===== src/verilog/overlay_defines.svh =====
`ifndef OVERLAY_DEFINES_SVH
`define OVERLAY_DEFINES_SVH

// ------------------------------
// horizontal raster, in pixels
// ------------------------------
`define H_ACTIVE 640
`define H_FRONT  16
`define H_SYNC   96
`define H_BACK   48
`define H_TOTAL  800

// ------------------------------
// vertical raster, in lines
// ------------------------------
`define V_ACTIVE 480
`define V_FRONT  10
`define V_SYNC   2
`define V_BACK   33
`define V_TOTAL  525

// thermal image, 8x8 screen pixels per sensor pixel
`define THERM_W     32
`define THERM_H     24
`define THERM_SHIFT 3
`define FB_DEPTH    768

// host bus byte address
`define WB_ADR_W 10

`endif


===== src/verilog/overlay_pkg.sv =====
package overlay_pkg;

    // ------------------------------
    // pixel colour
    // ------------------------------
    // one byte per channel, 24 bits in total
    typedef struct packed {
        logic [7:0] r;
        logic [7:0] g;
        logic [7:0] b;
    } t_rgb;

    // ------------------------------
    // sync side band
    // ------------------------------
    // hsync and vsync are active low
    // de is the lsb, the delay line reset value relies on it
    typedef struct packed {
        logic hsync;
        logic vsync;
        logic de;
    } t_sync;

    // ------------------------------
    // raster coordinate
    // ------------------------------
    // 10 bits covers both 800 columns and 525 lines
    typedef logic [9:0] t_pos;

endpackage


===== src/verilog/video_delay.sv =====
`timescale 1ns/1ps

module video_delay #(
    parameter type t_payload = logic,
    parameter int  p_depth   = 1
) (
    input  logic     i_clk,
    input  logic     i_rst,
    input  t_payload i_data,
    output t_payload o_data
);

    // every bit set but the lsb
    // idle sync for t_sync, a cleared flag for one bit
    localparam t_payload c_rst_val = t_payload'({$bits(t_payload){1'b1}} << 1);

    t_payload s_pipe [p_depth];

    always_ff @(posedge i_clk) begin
        if (i_rst) begin
            for (int i = 0; i < p_depth; i++) begin
                s_pipe[i] <= c_rst_val;
            end
        end else begin
            s_pipe[0] <= i_data;
            for (int i = 1; i < p_depth; i++) begin
                s_pipe[i] <= s_pipe[i-1];
            end
        end
    end

    assign o_data = s_pipe[p_depth-1];

endmodule


===== src/verilog/overlay_mixer.sv =====
`timescale 1ns/1ps
`include "overlay_defines.svh"

module overlay_mixer (
    input  logic                i_clk,
    input  logic                i_rst,
    input  overlay_pkg::t_pos   i_x,
    input  overlay_pkg::t_pos   i_y,
    input  logic                i_de,
    input  logic [7:0]          i_therm,
    input  overlay_pkg::t_rgb   i_bg,
    output overlay_pkg::t_rgb   o_rgb
);

    logic s_win;
    logic s_win_d;

    // ------------------------------
    // window
    // ------------------------------
    // 256x192 in the top left corner
    assign s_win = (i_x < (`THERM_W << `THERM_SHIFT)) &&
                   (i_y < (`THERM_H << `THERM_SHIFT));

    // one stage, lines up with frame buffer data
    video_delay #(
        .t_payload (logic),
        .p_depth   (1)
    ) win_delay_i (
        .i_clk  (i_clk),
        .i_rst  (i_rst),
        .i_data (s_win),
        .o_data (s_win_d)
    );

    // ------------------------------
    // pixel select
    // ------------------------------
    always_ff @(posedge i_clk) begin
        if (i_rst) begin
            o_rgb <= '0;
        end else if (!i_de) begin
            // black in blanking
            o_rgb <= '0;
        end else if (s_win_d) begin
            // gray, same byte on every channel
            o_rgb <= '{r: i_therm, g: i_therm, b: i_therm};
        end else begin
            o_rgb <= i_bg;
        end
    end

endmodule


===== config.mk =====
export PLATFORM = sky130hd
export DESIGN_NAME = overlay_mixer
export DESIGN_NICKNAME = d
export VERILOG_FILES = /design/src/verilog/overlay_pkg.sv /design/src/verilog/video_delay.sv /design/src/verilog/overlay_mixer.sv
export VERILOG_INCLUDE_DIRS = /design/src /design/src/verilog
export SDC_FILE = /design/constraint.sdc
export NUM_CORES = 1
export LEC_CHECK = 0
export ABC_AREA = 0
export BUFFER_PORTS_ARGS = -buffer_cell sky130_fd_sc_hd__buf_4
export CAP_MARGIN = 20
export CORE_MARGIN = 2
export CORE_UTILIZATION = 39
export DETAILED_ROUTE_END_ITERATION = 12
export PLACE_DENSITY = 0.83
export SETUP_SLACK_MARGIN = 0.3
export SLEW_MARGIN = 40
export SYNTH_ARGS = -nofsm -noshare
export SYNTH_HDL_FRONTEND = slang
export SYNTH_SLANG_ARGS = --single-unit
export TNS_END_PERCENT = 5

===== constraint.sdc =====
create_clock -name i_clk -period 1.3 [get_ports i_clk]
set_input_delay 0.065 -clock i_clk [delete_from_list [all_inputs] [get_ports i_clk]]
set_output_delay 0.065 -clock i_clk [all_outputs]
set_load 0.03 [all_outputs]

== Yosys cells after proc, flatten, opt, wreduce, memory -nomap -nowiden ==
Memory sizes are Yosys's and may differ from the RTL's.
Cells that the tools add are included.

* Reductions and logical operators: 3
* Mux-type cells: 6
* Bitwise gates (word level): 1
* $lt $le $gt $ge: 2

{| class="wikitable"
|+ Operator list
! cell !! number
|-
| 2-to-1 mux 24 bit || 1
|-
| < comparator 10 x 8 -> 1 bit, second input constant || 1
|-
| < comparator 10 x 9 -> 1 bit, second input constant || 1
|-
| 2-to-1 mux 1 bit || 5
|-
| OR reduction 2 bit || 1
|-
| logical AND 1 bit || 1
|-
| inverter 1 bit || 1
|-
| OR reduction 1 bit || 1
|}

* Output and inout port bits: 24
* Word-level logic and storage cells: 16
* Register bits after elaboration: 24
* Memories: 1
* Bits in writable memories: 1

{| class="wikitable"
|+ Memories
! name !! depth !! bits a word !! read ports !! clocked after Yosys merged registers in !! write ports !! line !! RTL
|-
| win_delay_i.s_pipe || 1 || 1 || 1 || 0 || 1 || video_delay.sv:17 || <nowiki>t_payload s_pipe [p_depth];</nowiki>
|}

== Depth between registers and ports, before layout ==
* Word-level depth: 3
* Mapped depth: 4
* Mapped depth without buffers: 2

== Hierarchy ==
From an unflattened synthesis, not the netlist that was laid out.

* Cells, all modules: 91
* Area, all modules: 859.6 um^2

{| class="wikitable"
|+ Modules (own cells, without submodules)
! module !! area an instance (um^2) !! cells each !! sequential area each (um^2) !! times used
|-
| overlay_mixer || 825.8 || 89 || 480.5 || 1
|-
| video_delay || 33.8 || 2 || 20.0 || 1
|}

== Least setup slack after synthesis ==
No wires, ideal clock.

* Path type: reg2reg
* Start point: memory win_delay_i.s_pipe[0] (netlist name)
* End point: register o_rgb[0] (netlist name)
* Setup slack: 0.524 ns
* Arrival time: 0.706 ns
* Clock period less this slack: 0.776 ns
* Buffers on the path: 1
* Cell stages (with the launch flop): 4
* Path through: dfxtp_1 buf_4 nand2b_1 a21oi_1

* Cells in the longest elaborated chain, start to end: 2

{| class="wikitable"
|+ RTL lines
! what !! line !! RTL
|-
| from (decl) || video_delay.sv:17 ||
|-
| memory (1 x 1 bit) || - ||
|-
| 2-to-1 mux 24 bit || overlay_mixer.sv:45 || <nowiki>end else if (s_win_d) begin</nowiki>
|-
| to (signal assigned) || overlay_mixer.sv:47 || <nowiki>o_rgb <= '{r: i_therm, g: i_therm, b: i_therm};</nowiki>
|-
| to (signal assigned) || overlay_mixer.sv:49 || <nowiki>o_rgb <= i_bg;</nowiki>
|-
| to (decl) || overlay_mixer.sv:12 || <nowiki>output overlay_pkg::t_rgb o_rgb</nowiki>
|}

No other way between the ends.
A chain may end at the register's enable or synchronous reset.

== Worst setup path in the final report ==
* Start point: register o_rgb[7] (netlist name)
* End point: output port o_rgb[7] (netlist name)

No word-level cell between the ends.

==> impl_metrics.py <==
metrics = {
    "logic_synthesis": {
        "synth_area_leader_cell": "dfxtp_1",
        "yosysWarnings": 0,
        "ys_top_cells_by_area": "dfxtp_1 (56%), nand2b_1 (17%), a21oi_1 (14%)",
        "synth_top_cell_area_share_pct": 56.4,
        "postSynthRegisterBits": 25,
        "syn_inst": 90,
        "syn_nets": 145,
        "yosysSeqAreaShare_pct": 56.4,
        "syn_area_um2": 887,
        "avgSynthCellArea_um2": 9.86,
        "synth_cell_types": 10,
    },
    "die": {
        "die_w_um": 51.7,
        "initial_core_util_pct": 40.5,
        "dieArea_um2": 2670,
        "die_h_um": 51.7,
        "fp-row-count": 17,
        "ios": 79,
        "coreArea_um2": 2190,
    },
    "place": {
        "place_congestion": 0.617,
        "hpwl_mm": 1.63,
        "dp_cells": 178,
        "placement.io_buffers": 64,
    },
    "routing": {
        "routedWlPerCell_um": 12.0,
        "dr.pass1.iters": 4,
        "routed_wl_mm": 2.29,
        "vias": 856,
        "drtIter0Drc": 13,
        "vias_per_cell": 4.48,
        "post-route-drc-count": 0,
        "ant_nets": 0,
    },
    "timing": {
        "final-hold-violation-count": 0,
        "rsz0062_at_grt": "false",
        "whs_ps": 9.81,
        "fmax_mhz": 1130,
        "setup_viol": 0,
        "report.final.slew_viol_count": 0,
        "finClkSkew_ps": 11.9,
        "min_period_ps": 885,
        "finalCritPeriodShare_pct": 68.1,
        "slew_headroom_pct": 82.8,
        "tightest_slew_ps": 258,
        "finalSetupTns_ps": 0,
    },
    "worst_setup_path": {
        "crit_path_top_delay_cell": "dfxtp_1",
        "crit_path_cell_trace": "buf_4",
        "slowest_delay_ps": 350,
        "start_kind": "register",
        "required_ps": 1240,
        "critPathTopFamily": "flip-flops",
        "cp_max_fo": 1,
        "crit_arrival_ps": 820,
        "path_class": "register to primary output",
        "cp-end-kind": "primary output",
        "crit_buf_inv": 1,
    },
    "global_routing": {
        "grt_pass1_wl_mm": 3.13,
        "grt_pass1_vias": 732,
        "grt_max_degree": 25,
        "gr-total-overflow": 0,
        "antenna_found_initial": 0,
        "grtUsageTotal_pct": 16.2,
    },
    "power_and_ir_drop": {
        "power.leakage_nw": 0.724,
        "ir_drop_v": 0.000555,
        "seq_power_share_pct": 56.6,
        "power.density_nw_per_um2": 960,
        "sw_frac_of_total_pct": 25.0,
        "switching_power_mw": 0.355,
        "clock_power_share_pct": 23.1,
        "combPwrFrac_pct": 20.2,
        "intPower_mw": 1.07,
        "finalPower_mw": 1.42,
    },
    "finish": {
        "diodes": 0,
        "final_cells": 191,
        "final_common_cell": "buf_4",
        "syn_to_final_growth_pct": 67.3,
        "final_nets": 219,
        "final_util_pct": 67.7,
        "layout_common_cells": "buf_4 (66), dfxtp_1 (25), nand2b_1 (24), a21oi_1 (24), dlygate4sd3_1 (9)",
        "drive_gt1_share_pct": 44.2,
    },
    "hold_path": {
        "hold_class": "primary input to register",
    },
    "clocking": {
        "clockBufferDepth": 2,
        "cts_buffers": 3,
        "clk-insertion-delay-late_ps": 310,
        "cts_resized": 0,
        "clock_sinks": 25,
        "path_clk_slew_ps": 130,
        "cts_tree": "yes",
        "htree_levels": 1,
        "cts_setup_buffers": 0,
        "cts_root_buf": "clkbuf_4",
    },
    "job": {
        "max_cap_viol_count": 0,
    },
    "run_status": {
        "status": "finished, final reports clean",
    },
}
worst reg2reg max path, cell delays in order (launching register included):
cell     delay [ps]
dfxtp_1         350
buf_4           180
nand2_1         130
a21oi_1         160
kinds of logic after synthesis:
group | count (synthesis) | synth area share (%)
AND/OR/NAND/NOR | 34 | 23.3
flip-flops | 25 | 56.4
AO/OA/AOI/OAI | 25 | 14.5
buffers and inverters | 6 | 5.78
flip-flops by register name (all words and copies together), names as in the netlist:
register and count:
o_rgb 24, win_delay_i.s_pipe 1
per-stage QoR:
| stage | instance area, µm² | worst slack (ps) |
|---|---|---|
| global route | 1480 | 365 |
| floorplan | 887 | 524 |
| finish | 1480 | 415 |
| global placement | 1370 | 489 |
| CTS | 1450 | 409 |
| detailed placement | 1370 | 445 |
layer usage:
layer	share of wire, %	routed length (µm)	vias up	global-route usage [%]
li1	-	-	444	-
met1	38	879	364	19.0
met2	51	1160	42	26.9
met3	8.1	186	6	2.87
met4	2.9	66	0	11.0
met5	0	0	-	0
power groups by stage:
| stage | clock network [mW] | registers [mW] | logic [mW] |
|---|---|---|---|
| 2_1_floorplan | 0 | 0.887 | 0.0610 |
| 3_3_place_gp | 0 | 0.823 | 0.261 |
| 3_5_place_dp | 0 | 0.824 | 0.267 |
| 4_1_cts | 0.338 | 0.807 | 0.282 |
| 5_1_grt | 0.372 | 0.810 | 0.310 |
| 6_report | 0.329 | 0.807 | 0.288 |
cell usage after synthesis:
master    number
a211o_1        1
a21oi_1       24
buf_4          1
buf_6          3
clkbuf_2       2
dfxtp_1       25
nand2_1        8
nand2b_1      24
nand2b_4       1
nor4_2         1
what timing repair did:
action                                  4_1_cts  5_1_grt
endpoints found under the hold margin         3        3
endpoints found under the setup margin        0        0
hold buffers                                  6        3
final timing paths:
path,from,to,slack [ps],depth (start not counted)
max,o_rgb[7]$_SDFF_PP0_,o_rgb[7],420,1
min,i_bg[11],o_rgb[11]$_SDFF_PP0_,10,3
max reg2reg,win_delay_i.s_pipe[0]$_SDFF_PP0_,o_rgb[19]$_SDFF_PP0_,440,3
min reg2reg,win_delay_i.s_pipe[0]$_SDFF_PP0_,o_rgb[14]$_SDFF_PP0_,680,3
cell type report:
| class | count | area (µm²) |
|---|---|---|
| tap | 28 | 35.0 |
| timing repair buffer | 75 | 586 |
| fill | 176 | 707 |
| multi-input combinational | 59 | 335 |
| sequential | 25 | 500 |
| clock inverter | 1 | 5.00 |
| clock buffer | 3 | 22.5 |
Power figures use the tool's default switching activity.
