File: src/verilog/overlay_defines.svh
`ifndef OVERLAY_DEFINES_SVH
`define OVERLAY_DEFINES_SVH

// ------------------------------
// horizontal raster, in pixels
// ------------------------------
`define H_ACTIVE 640
`define H_FRONT  16
`define H_SYNC   96
`define H_BACK   48
`define H_TOTAL  800

// ------------------------------
// vertical raster, in lines
// ------------------------------
`define V_ACTIVE 480
`define V_FRONT  10
`define V_SYNC   2
`define V_BACK   33
`define V_TOTAL  525

// thermal image, 8x8 screen pixels per sensor pixel
`define THERM_W     32
`define THERM_H     24
`define THERM_SHIFT 3
`define FB_DEPTH    768

// host bus byte address
`define WB_ADR_W 10

`endif

File: src/verilog/overlay_pkg.sv
package overlay_pkg;

    // ------------------------------
    // pixel colour
    // ------------------------------
    // one byte per channel, 24 bits in total
    typedef struct packed {
        logic [7:0] r;
        logic [7:0] g;
        logic [7:0] b;
    } t_rgb;

    // ------------------------------
    // sync side band
    // ------------------------------
    // hsync and vsync are active low
    // de is the lsb, the delay line reset value relies on it
    typedef struct packed {
        logic hsync;
        logic vsync;
        logic de;
    } t_sync;

    // ------------------------------
    // raster coordinate
    // ------------------------------
    // 10 bits covers both 800 columns and 525 lines
    typedef logic [9:0] t_pos;

endpackage

File: src/verilog/video_timing.sv
`timescale 1ns/1ps
`include "overlay_defines.svh"

module video_timing (
    input  logic                 i_clk,
    input  logic                 i_rst,
    output overlay_pkg::t_pos    o_x,
    output overlay_pkg::t_pos    o_y,
    output overlay_pkg::t_sync   o_sync
);

    // next raster position
    overlay_pkg::t_pos s_h_next;
    overlay_pkg::t_pos s_v_next;

    // sync and de for one raster position
    function automatic overlay_pkg::t_sync f_decode(
        input overlay_pkg::t_pos h,
        input overlay_pkg::t_pos v
    );
        overlay_pkg::t_sync v_sync;
        v_sync.de    = (h < `H_ACTIVE) && (v < `V_ACTIVE);
        // pulse sits after the front porch
        v_sync.hsync = !((h >= `H_ACTIVE + `H_FRONT) &&
                         (h < `H_ACTIVE + `H_FRONT + `H_SYNC));
        v_sync.vsync = !((v >= `V_ACTIVE + `V_FRONT) &&
                         (v < `V_ACTIVE + `V_FRONT + `V_SYNC));
        return v_sync;
    endfunction

    // ------------------------------
    // counters
    // ------------------------------
    always_comb begin
        s_h_next = o_x + 1'b1;
        s_v_next = o_y;
        // end of line, step the line counter
        if (o_x == `H_TOTAL - 1) begin
            s_h_next = '0;
            s_v_next = o_y + 1'b1;
            if (o_y == `V_TOTAL - 1) begin
                s_v_next = '0;
            end
        end
    end

    // sync decoded from the next position
    // keeps it in step with o_x and o_y
    always_ff @(posedge i_clk) begin
        if (i_rst) begin
            o_x    <= '0;
            o_y    <= '0;
            o_sync <= f_decode('0, '0);
        end else begin
            o_x    <= s_h_next;
            o_y    <= s_v_next;
            o_sync <= f_decode(s_h_next, s_v_next);
        end
    end

    // ------------------------------
    // checks
    // ------------------------------
    a_col_range : assert property (
        @(posedge i_clk) disable iff (i_rst)
        o_x < `H_TOTAL
    );

endmodule

File: config.mk
export PLATFORM = sky130hd
export DESIGN_NAME = video_timing
export DESIGN_NICKNAME = d
export VERILOG_FILES = /design/src/verilog/overlay_pkg.sv /design/src/verilog/video_timing.sv
export VERILOG_INCLUDE_DIRS = /design/src /design/src/verilog
export SDC_FILE = /design/constraint.sdc
export NUM_CORES = 1
export LEC_CHECK = 0
export BUFFER_PORTS_ARGS = -buffer_cell sky130_fd_sc_hd__buf_2
export CAP_MARGIN = 20
export CORE_MARGIN = 4
export CORE_UTILIZATION = 50
export CTS_CLUSTER_DIAMETER = 30
export DETAILED_ROUTE_END_ITERATION = 10
export GPL_ROUTABILITY_DRIVEN = 1
export PLACE_DENSITY = 0.77
export RECOVER_POWER = 100
export SYNTH_ARGS = -nofsm -noshare
export SYNTH_HDL_FRONTEND = slang
export SYNTH_SLANG_ARGS = --single-unit
File: constraint.sdc
create_clock -name i_clk -period 2.2 [get_ports i_clk]
set_input_delay 0.11 -clock i_clk [delete_from_list [all_inputs] [get_ports i_clk]]
set_output_delay 0.11 -clock i_clk [all_outputs]
set_load 0.01 [all_outputs]
# Word-level counts from Yosys, hierarchy flattened
# Index checks and enable logic that the tools add are counted.
# totals
ff_bits,23
latch_bits,0
ram_bits,0
romBits,0
word_cells,23
mem_count,0
# classes
addsub,2
n_mul,0
div,0
order_cmp,6
n_eq_ne,2
shift,0
n_mux,3
n_bitwise,0
reduce_logical,5
# ops
cell,n
two-way mux 10 bit,3
adder 10 x 1 -> 10 bit (second input constant),2
equality test 10 bit (second input constant),2
< comparator 10 bit (second input constant),2
< comparator 10 x 9 -> 1 bit (second input constant),2
greater-or-equal comparator 10 bit (second input constant),1
greater-or-equal comparator 10 x 9 -> 1 bit (second input constant),1
logical AND 1 bit,3
logical NOT 1 bit,2

# Longest topological paths before layout
# Gate-level depths: netlist of the first run.
# logic_depth
ltp_word,6
depth_mapped,8

# Worst setup path before layout of the first run
# No wires, ideal clock.
# synth_timing
kind,register to register
startpoint,reg o_y[0]
endpoint,reg o_sync[1] (netlist bit)
arrival_ns,1.722
path_slack_ns,0.341
path_stages_with_launch,9
path_buffers,1
path_cell_list,dfxtp_1 -> inv_1 -> ha_1 -> and4bb_2 -> and4_1 -> clkbuf_1 -> nor4_1 -> o21ba_2 -> o2111ai_1
# synth_via
elab_chain_cells,6
# synth_lines
item,line_no,text
start: declaration,video_timing.sv:8,"output overlay_pkg::t_pos o_y,"
start signal: assignment,video_timing.sv:56,o_y <= s_v_next;
adder 10 x 1 -> 10 bit or equality test 10 bit (tied branches),"video_timing.sv:40, video_timing.sv:41",
two-way mux 10 bit,video_timing.sv:41,if (o_y == `V_TOTAL - 1) begin
two-way mux 10 bit *,video_timing.sv:38,if (o_x == `H_TOTAL - 1) begin
greater-or-equal comparator 10 x 9 -> 1 bit (no source line) or < comparator 10 x 9 -> 1 bit (tied branches),--,
logical AND 1 bit *,video_timing.sv:26,v_sync.vsync = !((v >= `V_ACTIVE + `V_FRONT) &&
logical NOT 1 bit *,video_timing.sv:26,
end signal: assignment,video_timing.sv:53,"o_sync <= f_decode('0, '0);"
end signal: assignment,video_timing.sv:57,"o_sync <= f_decode(s_h_next, s_v_next);"
end: declaration,video_timing.sv:9,output overlay_pkg::t_sync o_sync
# Mark *: on every way between the ends. The rest lies on a longest branch, timed or not.
# A chain may end at the register's enable or synchronous reset.

# Final worst setup path of the first run
# layout_timing
startpoint,reg o_x[0]
endpoint,reg o_sync[1] (netlist bit)
# layout_via
elab_chain_cells,5
# layout_lines
item,line_no,text
start: declaration,video_timing.sv:7,"output overlay_pkg::t_pos o_x,"
start signal: assignment,video_timing.sv:55,o_x <= s_h_next;
equality test 10 bit *,video_timing.sv:38,
two-way mux 10 bit *,video_timing.sv:38,
greater-or-equal comparator 10 x 9 -> 1 bit (no source line) or < comparator 10 x 9 -> 1 bit (tied branches),--,
logical AND 1 bit *,video_timing.sv:26,
logical NOT 1 bit *,video_timing.sv:26,
# Marks and branches as above.

==> impl_metrics.env, run 1 <==
export IMPL_status="finished, final reports clean"
export IMPL_grt_max_degree=24
export IMPL_async_flop_share_pct=0
export IMPL_clockPowerShare_pct=31.0
export IMPL_synthCells=164
export IMPL_synthToLayoutAreaGrowth_pct=5.60
export IMPL_initial_core_util_pct=54.0
export IMPL_combPwrFrac_pct=3.5
export IMPL_seqCellArea_sq_um=460
export IMPL_synth_edf_count=0
export IMPL_hold_path_depth=2
export IMPL_cts_inserted_buffers=3
export IMPL_slowest_delay_ns=0.42
export IMPL_crit_family="simple AND/OR/NAND/NOR gates"
export IMPL_power_density_nw_per_um2=445
export IMPL_tightest_slew_ns=0.419
export IMPL_slew_viol_final=0
export IMPL_whs_ns=0.198
export IMPL_fillers=261
export IMPL_first_pass_iters=4
export IMPL_drt_total_wl_mm=3.10
export IMPL_cp_num_buf_inv=0
export IMPL_finalClockSkew_ns=0.00961
export IMPL_setup_tns_ns=0
export IMPL_die_x_microns=60.7
export IMPL_gp_congestion=0.836
export IMPL_r2r_cells=6
export IMPL_ys_seq_elements=23
export IMPL_dp_cells=209
export IMPL_wl_met3_microns=196
export IMPL_wl_per_cell_microns=14.5
export IMPL_hp_class="in2reg"
export IMPL_ys_warnings_count=0
export IMPL_finalSetupViolations=0
export IMPL_drtIter0Drc=49
export IMPL_vias=1271
export IMPL_route_detailed_drc=0
export IMPL_cts_resized=0
export IMPL_power_internal_uw=497
export IMPL_numPortBuffers=24
export IMPL_synth_top_area_cell="dfxtp_1"
export IMPL_p_sw_share_pct=23.7
export IMPL_wl_met1_mm=1.47
export IMPL_ys_types=50
export IMPL_fin_cells=213
export IMPL_seq_power_share_pct=65.5
export IMPL_hold_viol_final=0
export IMPL_arrival_ns=2.20
export IMPL_p_leak_uw=0.000497
export IMPL_met2_length_mm=1.39
export IMPL_grt_antenna_before_repair=0
export IMPL_slowest_stage="dfxtp_1"
export IMPL_crit_chain="ha_1 > and4_1 > and3_4 > o21ai_1 > a22oi_2 > o2111ai_1"
export IMPL_synth_area_per_cell_sq_um=8.45
export IMPL_clockBufferDepth=2
export IMPL_multi_input_area_sq_um=810
export IMPL_post_route_period_util_pct=90.8
export IMPL_critPathLaunchType="register"
export IMPL_syn_area_sq_um=1390
export IMPL_crit_type="reg2reg"
export IMPL_path_clk_slew_ns=0.14
export IMPL_drv_cap=0
export IMPL_grt_pass1_vias=1154
export IMPL_switching_power_uw=154
export IMPL_routed_via_density=5.97
export IMPL_holdBufCountCts=0
export IMPL_seq_area_frac_synth_pct=33.2
export IMPL_core_sq_um=2570
export IMPL_fmax_ghz=0.501
export IMPL_crit_path_end_kind="register"
export IMPL_synth_net_count=169
export IMPL_drive_gt1_share_pct=8.74
export IMPL_die_h_microns=60.7
export IMPL_cts_setup_buffers=0
export IMPL_cts_tree="built"
export IMPL_dp_hpwl_mm=2.24
export IMPL_period_needed_ns=2.00
export IMPL_grt_pass1_wl_mm=5.40
export IMPL_finalPower_uw=652
export IMPL_dieArea_sq_um=3680
export IMPL_crit_required_ns=2.40
export IMPL_insertedDiodeCount=0
export IMPL_overflow=0
export IMPL_htree_levels=1
export IMPL_grt_setup_unrepaired="no"
export IMPL_layout_nets=189
export IMPL_ios=25
export IMPL_insertion_delay_ns=0.31
export IMPL_top_layer="met4"
export IMPL_path_max_fanout=12
export IMPL_grt_total_usage_pct=18.9
export IMPL_ir_drop_uv=275
export IMPL_synth_top_area_share_pct=33.2
export IMPL_cts_sinks=23
export IMPL_slew_limit_headroom_pct=72.0
export IMPL_synth_area_top_cells="dfxtp_1 (33%), nor2_1 (4.6%), a21oi_1 (4.0%)"
export IMPL_ant_nets=0
export IMPL_cp_depth=6
export IMPL_synthFlopType="dfxtp_1"
export IMPL_rows=18
export IMPL_cts_root_buf="clkbuf_4"
## synthesized netlist by cell type, types with 3 or more instances
library cell and count:
inv_1 5, xor2_1 3, o21ai_0 3, a21oi_1 11, nand2_1 13, nand3_1 6, buf_2 6, or3_1 3
xnor2_1 5, dfxtp_1 23, o21ai_1 3, clkbuf_1 4, nor3b_1 3, ha_1 3, nor3_1 8, nor2_1 17
nand4_1 4, nor4_1 3
## cell type report
| class | count | area share [%] |
|---|---|---|
| clock buffer | 3 | 1.54 |
| clock inverter | 1 | 0.342 |
| inverter | 5 | 1.28 |
| multi-input combinational | 123 | 55.3 |
| sequential | 23 | 31.5 |
| tap | 30 | 2.56 |
| timing repair buffer | 28 | 7.52 |
## stage by stage
step | worst slack (ns) | util, % | area [sq um]
after floorplan | 0.341 | - | 1390
after global placement | 0.306 | 58.5 | 1500
after detailed placement | 0.210 | 58.5 | 1500
after CTS | 0.186 | 59.6 | 1530
after global routing | 0.0532 | 57.0 | 1460
final | 0.203 | 57.0 | 1460
## layout by cell type (no fill, tap or decap), types with 2 or more instances in the layout
cell,count
xor2_1,3
nand2_1,13
xnor2_1,5
nor3_1,9
o21ai_1,2
nor2_1,17
dfxtp_1,23
nand4_1,5
clkbuf_4,3
ha_1,3
o2111ai_1,2
inv_1,5
nand3_1,7
nor2b_1,2
a21oi_1,11
o21ai_0,4
nor3b_1,3
buf_2,4
nor4_1,3
or3_1,3
a22oi_1,2
and4_1,2
o311ai_0,2
clkbuf_1,24
## state kept, by name, indices dropped and copies added (netlist names)
register  flops
o_x          10
o_y          10
o_sync        3
## path summary, 6_finish.rpt
| check | to | slack, ns | startpoint |
|---|---|---|---|
| max reg2reg | o_sync[1] | 0.20 | o_x[0] |
| max | o_sync[1] | 0.20 | o_x[0] |
| min reg2reg | o_x[0] | 0.52 | o_x[0] |
| min | o_x[9] | 0.20 | i_rst |
## logic make-up (layout without fill, tap and decap cells)
kind of cell | Yosys count | count (layout) | synth area share, %
buffers and inverters | 18 | 37 | 6.59
muxes | 1 | 1 | 0.722
adders and majority gates | 3 | 3 | 2.71
xor gates and xnor gates | 8 | 8 | 5.05
DFF | 23 | 23 | 33.2
and+or+nand+nor | 73 | 73 | 32.3
AOI/OAI and AO/OA | 38 | 38 | 19.4
## routing by layer
metal / vias to the layer above / GRT usage [%]
li1: 640 / -
met1: 591 / 26.9
met2: 34 / 29.0
met3: 6 / 2.55
met4: 0 / 7.12
met5: - / 0
## power groups by stage
stage / combinational (uW) / sequential (uW) / clock (uW)
3_5_place_dp: 24.3 / 436 / 0
3_3_place_gp: 24.7 / 436 / 0
5_1_grt: 26.4 / 428 / 227
6_report: 22.7 / 427 / 202
2_1_floorplan: 13.6 / 438 / 0
4_1_cts: 24.6 / 427 / 207
Power figures use the tool's default switching activity.
==> run 2, diff against run 1 <==
--- a/config.mk
+++ b/config.mk
@@ -6,6 +6,7 @@
 export SDC_FILE = /design/constraint.sdc
 export NUM_CORES = 1
 export LEC_CHECK = 0
+export ABC_AREA = 1
 export BUFFER_PORTS_ARGS = -buffer_cell sky130_fd_sc_hd__buf_2
 export CAP_MARGIN = 20
 export CORE_MARGIN = 4
==> run 2 against run 1 <==
Compared with the run above:
- combinational power is 3% lower
- register-to-register slack gained 0.11 ns
- clock skew is essentially flat
- critical path depth up 6
- clock power fell by 6%
- wire length grew 1.6%
- first-iteration DRC count grew 51%
- cell area is 3.2% higher
- sequential power about the same
- cell count increased by 26%
- largest power group unchanged
==> impl_metrics.env, run 2 <==
export IMPL_yosys_area_share_simple_pct=47.5
export IMPL_slew_viol_final=0
export IMPL_slowest_delay_ns=0.44
export IMPL_synth_area_per_cell_sq_um=6.47
export IMPL_grt_antenna_before_repair=0
export IMPL_async_flop_share_pct=0
export IMPL_crit_type="reg2reg"
export IMPL_overflow=0
export IMPL_critPathLaunchType="register"
export IMPL_whs_ns=0.169
export IMPL_initial_core_util_pct=54.2
export IMPL_clockBufferDepth=2
export IMPL_grt_pass1_wl_mm=5.33
export IMPL_die_x_microns=60.5
export IMPL_htree_levels=1
export IMPL_tightest_slew_ns=0.319
export IMPL_holdBufCountCts=0
export IMPL_ios=25
export IMPL_synthCells=213
export IMPL_routed_via_density=5.03
export IMPL_route_detailed_drc=0
export IMPL_grt_total_usage_pct=19.0
export IMPL_dp_hpwl_mm=2.51
export IMPL_core_sq_um=2540
export IMPL_crit_required_ns=2.41
export IMPL_rows=18
export IMPL_power_density_nw_per_um2=422
export IMPL_arrival_ns=2.10
export IMPL_drv_cap=0
export IMPL_drt_total_wl_mm=3.15
export IMPL_synth_compound_area_share_pct=6.44
export IMPL_synth_most_common_cell="nand2_1"
export IMPL_cts_sinks=23
export IMPL_insertedDiodeCount=0
export IMPL_drtIter0Drc=74
export IMPL_synth_common_cells="nand2_1 (66), nor2_1 (39), dfxtp_1 (23), inv_1 (23), nand3_1 (16)"
export IMPL_grt_pass1_vias=1168
export IMPL_synth_edf_count=0
export IMPL_die_h_microns=60.5
export IMPL_grt_setup_unrepaired="no"
export IMPL_ys_warnings_count=0
export IMPL_synthFlopType="dfxtp_1"
export IMPL_synthToLayoutAreaGrowth_pct=9.62
export IMPL_period_needed_ns=1.89
export IMPL_synthMuxAreaShare_pct=0
export IMPL_cts_inserted_buffers=3
export IMPL_wl_met1_mm=1.63
export IMPL_synth_area_top_cells="dfxtp_1 (33%), nand2_1 (18%), nor2_1 (11%)"
export IMPL_slowest_stage="dfxtp_1"
export IMPL_reg_largest_list="o_x: 10 flops, o_y: 10 flops, o_sync: 3 flops"
export IMPL_insertion_delay_ns=0.31
export IMPL_final_cell_mix="nand2_1 (68), nor2_1 (39), inv_1 (24), clkbuf_1 (24), dfxtp_1 (23)"
export IMPL_ys_types=27
export IMPL_dieArea_sq_um=3660
export IMPL_grt_max_degree=17
export IMPL_status="finished, final reports clean"
export IMPL_synth_fa_ha_area_share_pct=2.72
export IMPL_top_layer="met4"
export IMPL_synth_top_area_cell="dfxtp_1"
export IMPL_setup_tns_ns=0
export IMPL_drive_gt1_share_pct=7.11
export IMPL_crit_family="simple AND/OR/NAND/NOR gates"
export IMPL_syn_area_sq_um=1380
export IMPL_crit_chain="ha_1 > nand2_1 > nor2_8 > nand2_1 > nor2_8 > inv_4 > nand2_1 > nand2_1 > nor2_1 > nand2_1 > nand2_1 > nand2_1"
export IMPL_first_pass_iters=4
export IMPL_p_leak_uw=0.000736
export IMPL_ys_seq_elements=23
export IMPL_synth_top_area_share_pct=33.4
export IMPL_ir_drop_uv=513
export IMPL_wl_met3_microns=150
export IMPL_cts_setup_buffers=0
export IMPL_synth_net_count=218
export IMPL_numPortBuffers=24
export IMPL_finalSetupViolations=0
export IMPL_path_common_cell="nand2_1"
export IMPL_seq_area_frac_synth_pct=33.4
export IMPL_final_common_cell="nand2_1"
export IMPL_synth_xor_area_share_pct=1.91
export IMPL_met2_length_mm=1.32
export IMPL_post_route_period_util_pct=85.8
export IMPL_slew_limit_headroom_pct=78.5
export IMPL_cts_root_buf="clkbuf_4"
export IMPL_cp_num_buf_inv=1
export IMPL_layout_nets=245
export IMPL_ant_nets=0
export IMPL_cts_resized=0
export IMPL_crit_path_end_kind="register"
export IMPL_gp_congestion=0.862
export IMPL_hold_viol_final=0
export IMPL_finalClockSkew_ns=0.00962
export IMPL_wl_per_cell_microns=11.7
export IMPL_path_clk_slew_ns=0.12
export IMPL_synth_top_family_by_area="simple AND/OR/NAND/NOR gates"
export IMPL_vias=1354
export IMPL_cts_tree="built"
export IMPL_hp_class="in2reg"
export IMPL_path_max_fanout=8
export IMPL_fmax_ghz=0.530
## run 2: changes by cell type in the layout (fill, tap and decap cells not counted), sizes merged, moves of 4 or more
cell | before | now
inv | 5 | 27
nor3 | 10 | 1
nand2 | 13 | 70
xnor2 | 5 | 1
a21oi | 11 | 5
nor2 | 17 | 45
nand3 | 8 | 18
## run 2: path summary, 6_finish.rpt
path	start	to	slack, ns	depth (start not counted)
min	i_rst	o_x[1]	0.17	2
max	o_x[0]	o_sync[0]	0.31	12
max reg2reg	o_x[0]	o_sync[0]	0.31	12
min reg2reg	o_x[0]	o_x[0]	0.51	1
## run 2: logic make-up after synthesis
group,after synthesis
buf+inv,29
flops,23
fa+ha+maj,3
compound gates,14
simple gates,141
xor+xnor,3
## run 2: stage by stage
step	cells	total power, uW	setup slack, ns	utilization, %	instance area (sq um)
finish	269	638	0.312	59.4	1510
CTS	269	645	0.429	61.1	1560
global route	269	665	0.120	59.4	1510
floorplan	213	450	0.587	-	1380
global placement	265	459	0.492	60.1	1530
detailed placement	265	459	0.461	60.1	1530
## run 2: area by class of cell
| class | count | area (sq um) |
|---|---|---|
| clock buffer | 4 | 26.3 |
| multi-input combinational | 161 | 792 |
| inverter | 27 | 104 |
| timing repair buffer | 24 | 91.3 |
| fill | 274 | 1030 |
| tap | 30 | 37.5 |
| sequential | 23 | 460 |
## run 2: per-layer routing
| layer | track usage (%) | up-vias |
|---|---|---|
| li1 | - | 723 |
| met1 | 28.1 | 599 |
| met2 | 28.2 | 28 |
| met3 | 4.04 | 4 |
| met4 | 4.95 | 0 |
| met5 | 0 | - |
## run 2: worst reg2reg max path, stage by stage, from the launching register on
cell	delay (ns)
dfxtp_1	0.44
ha_1	0.19
nand2_1	0.16
nor2_8	0.15
nand2_1	0.15
nor2_8	0.19
inv_4	0.06
nand2_1	0.06
nand2_1	0.07
nor2_1	0.12
nand2_1	0.07
nand2_1	0.06
nand2_1	0.04
## run 2: report_power, final
part,switching [uW],total [uW],internal (uW)
clock network,119,190,70.7
registers,5.30,426,421
logic,15.7,22.0,6.28
total,140,638,498
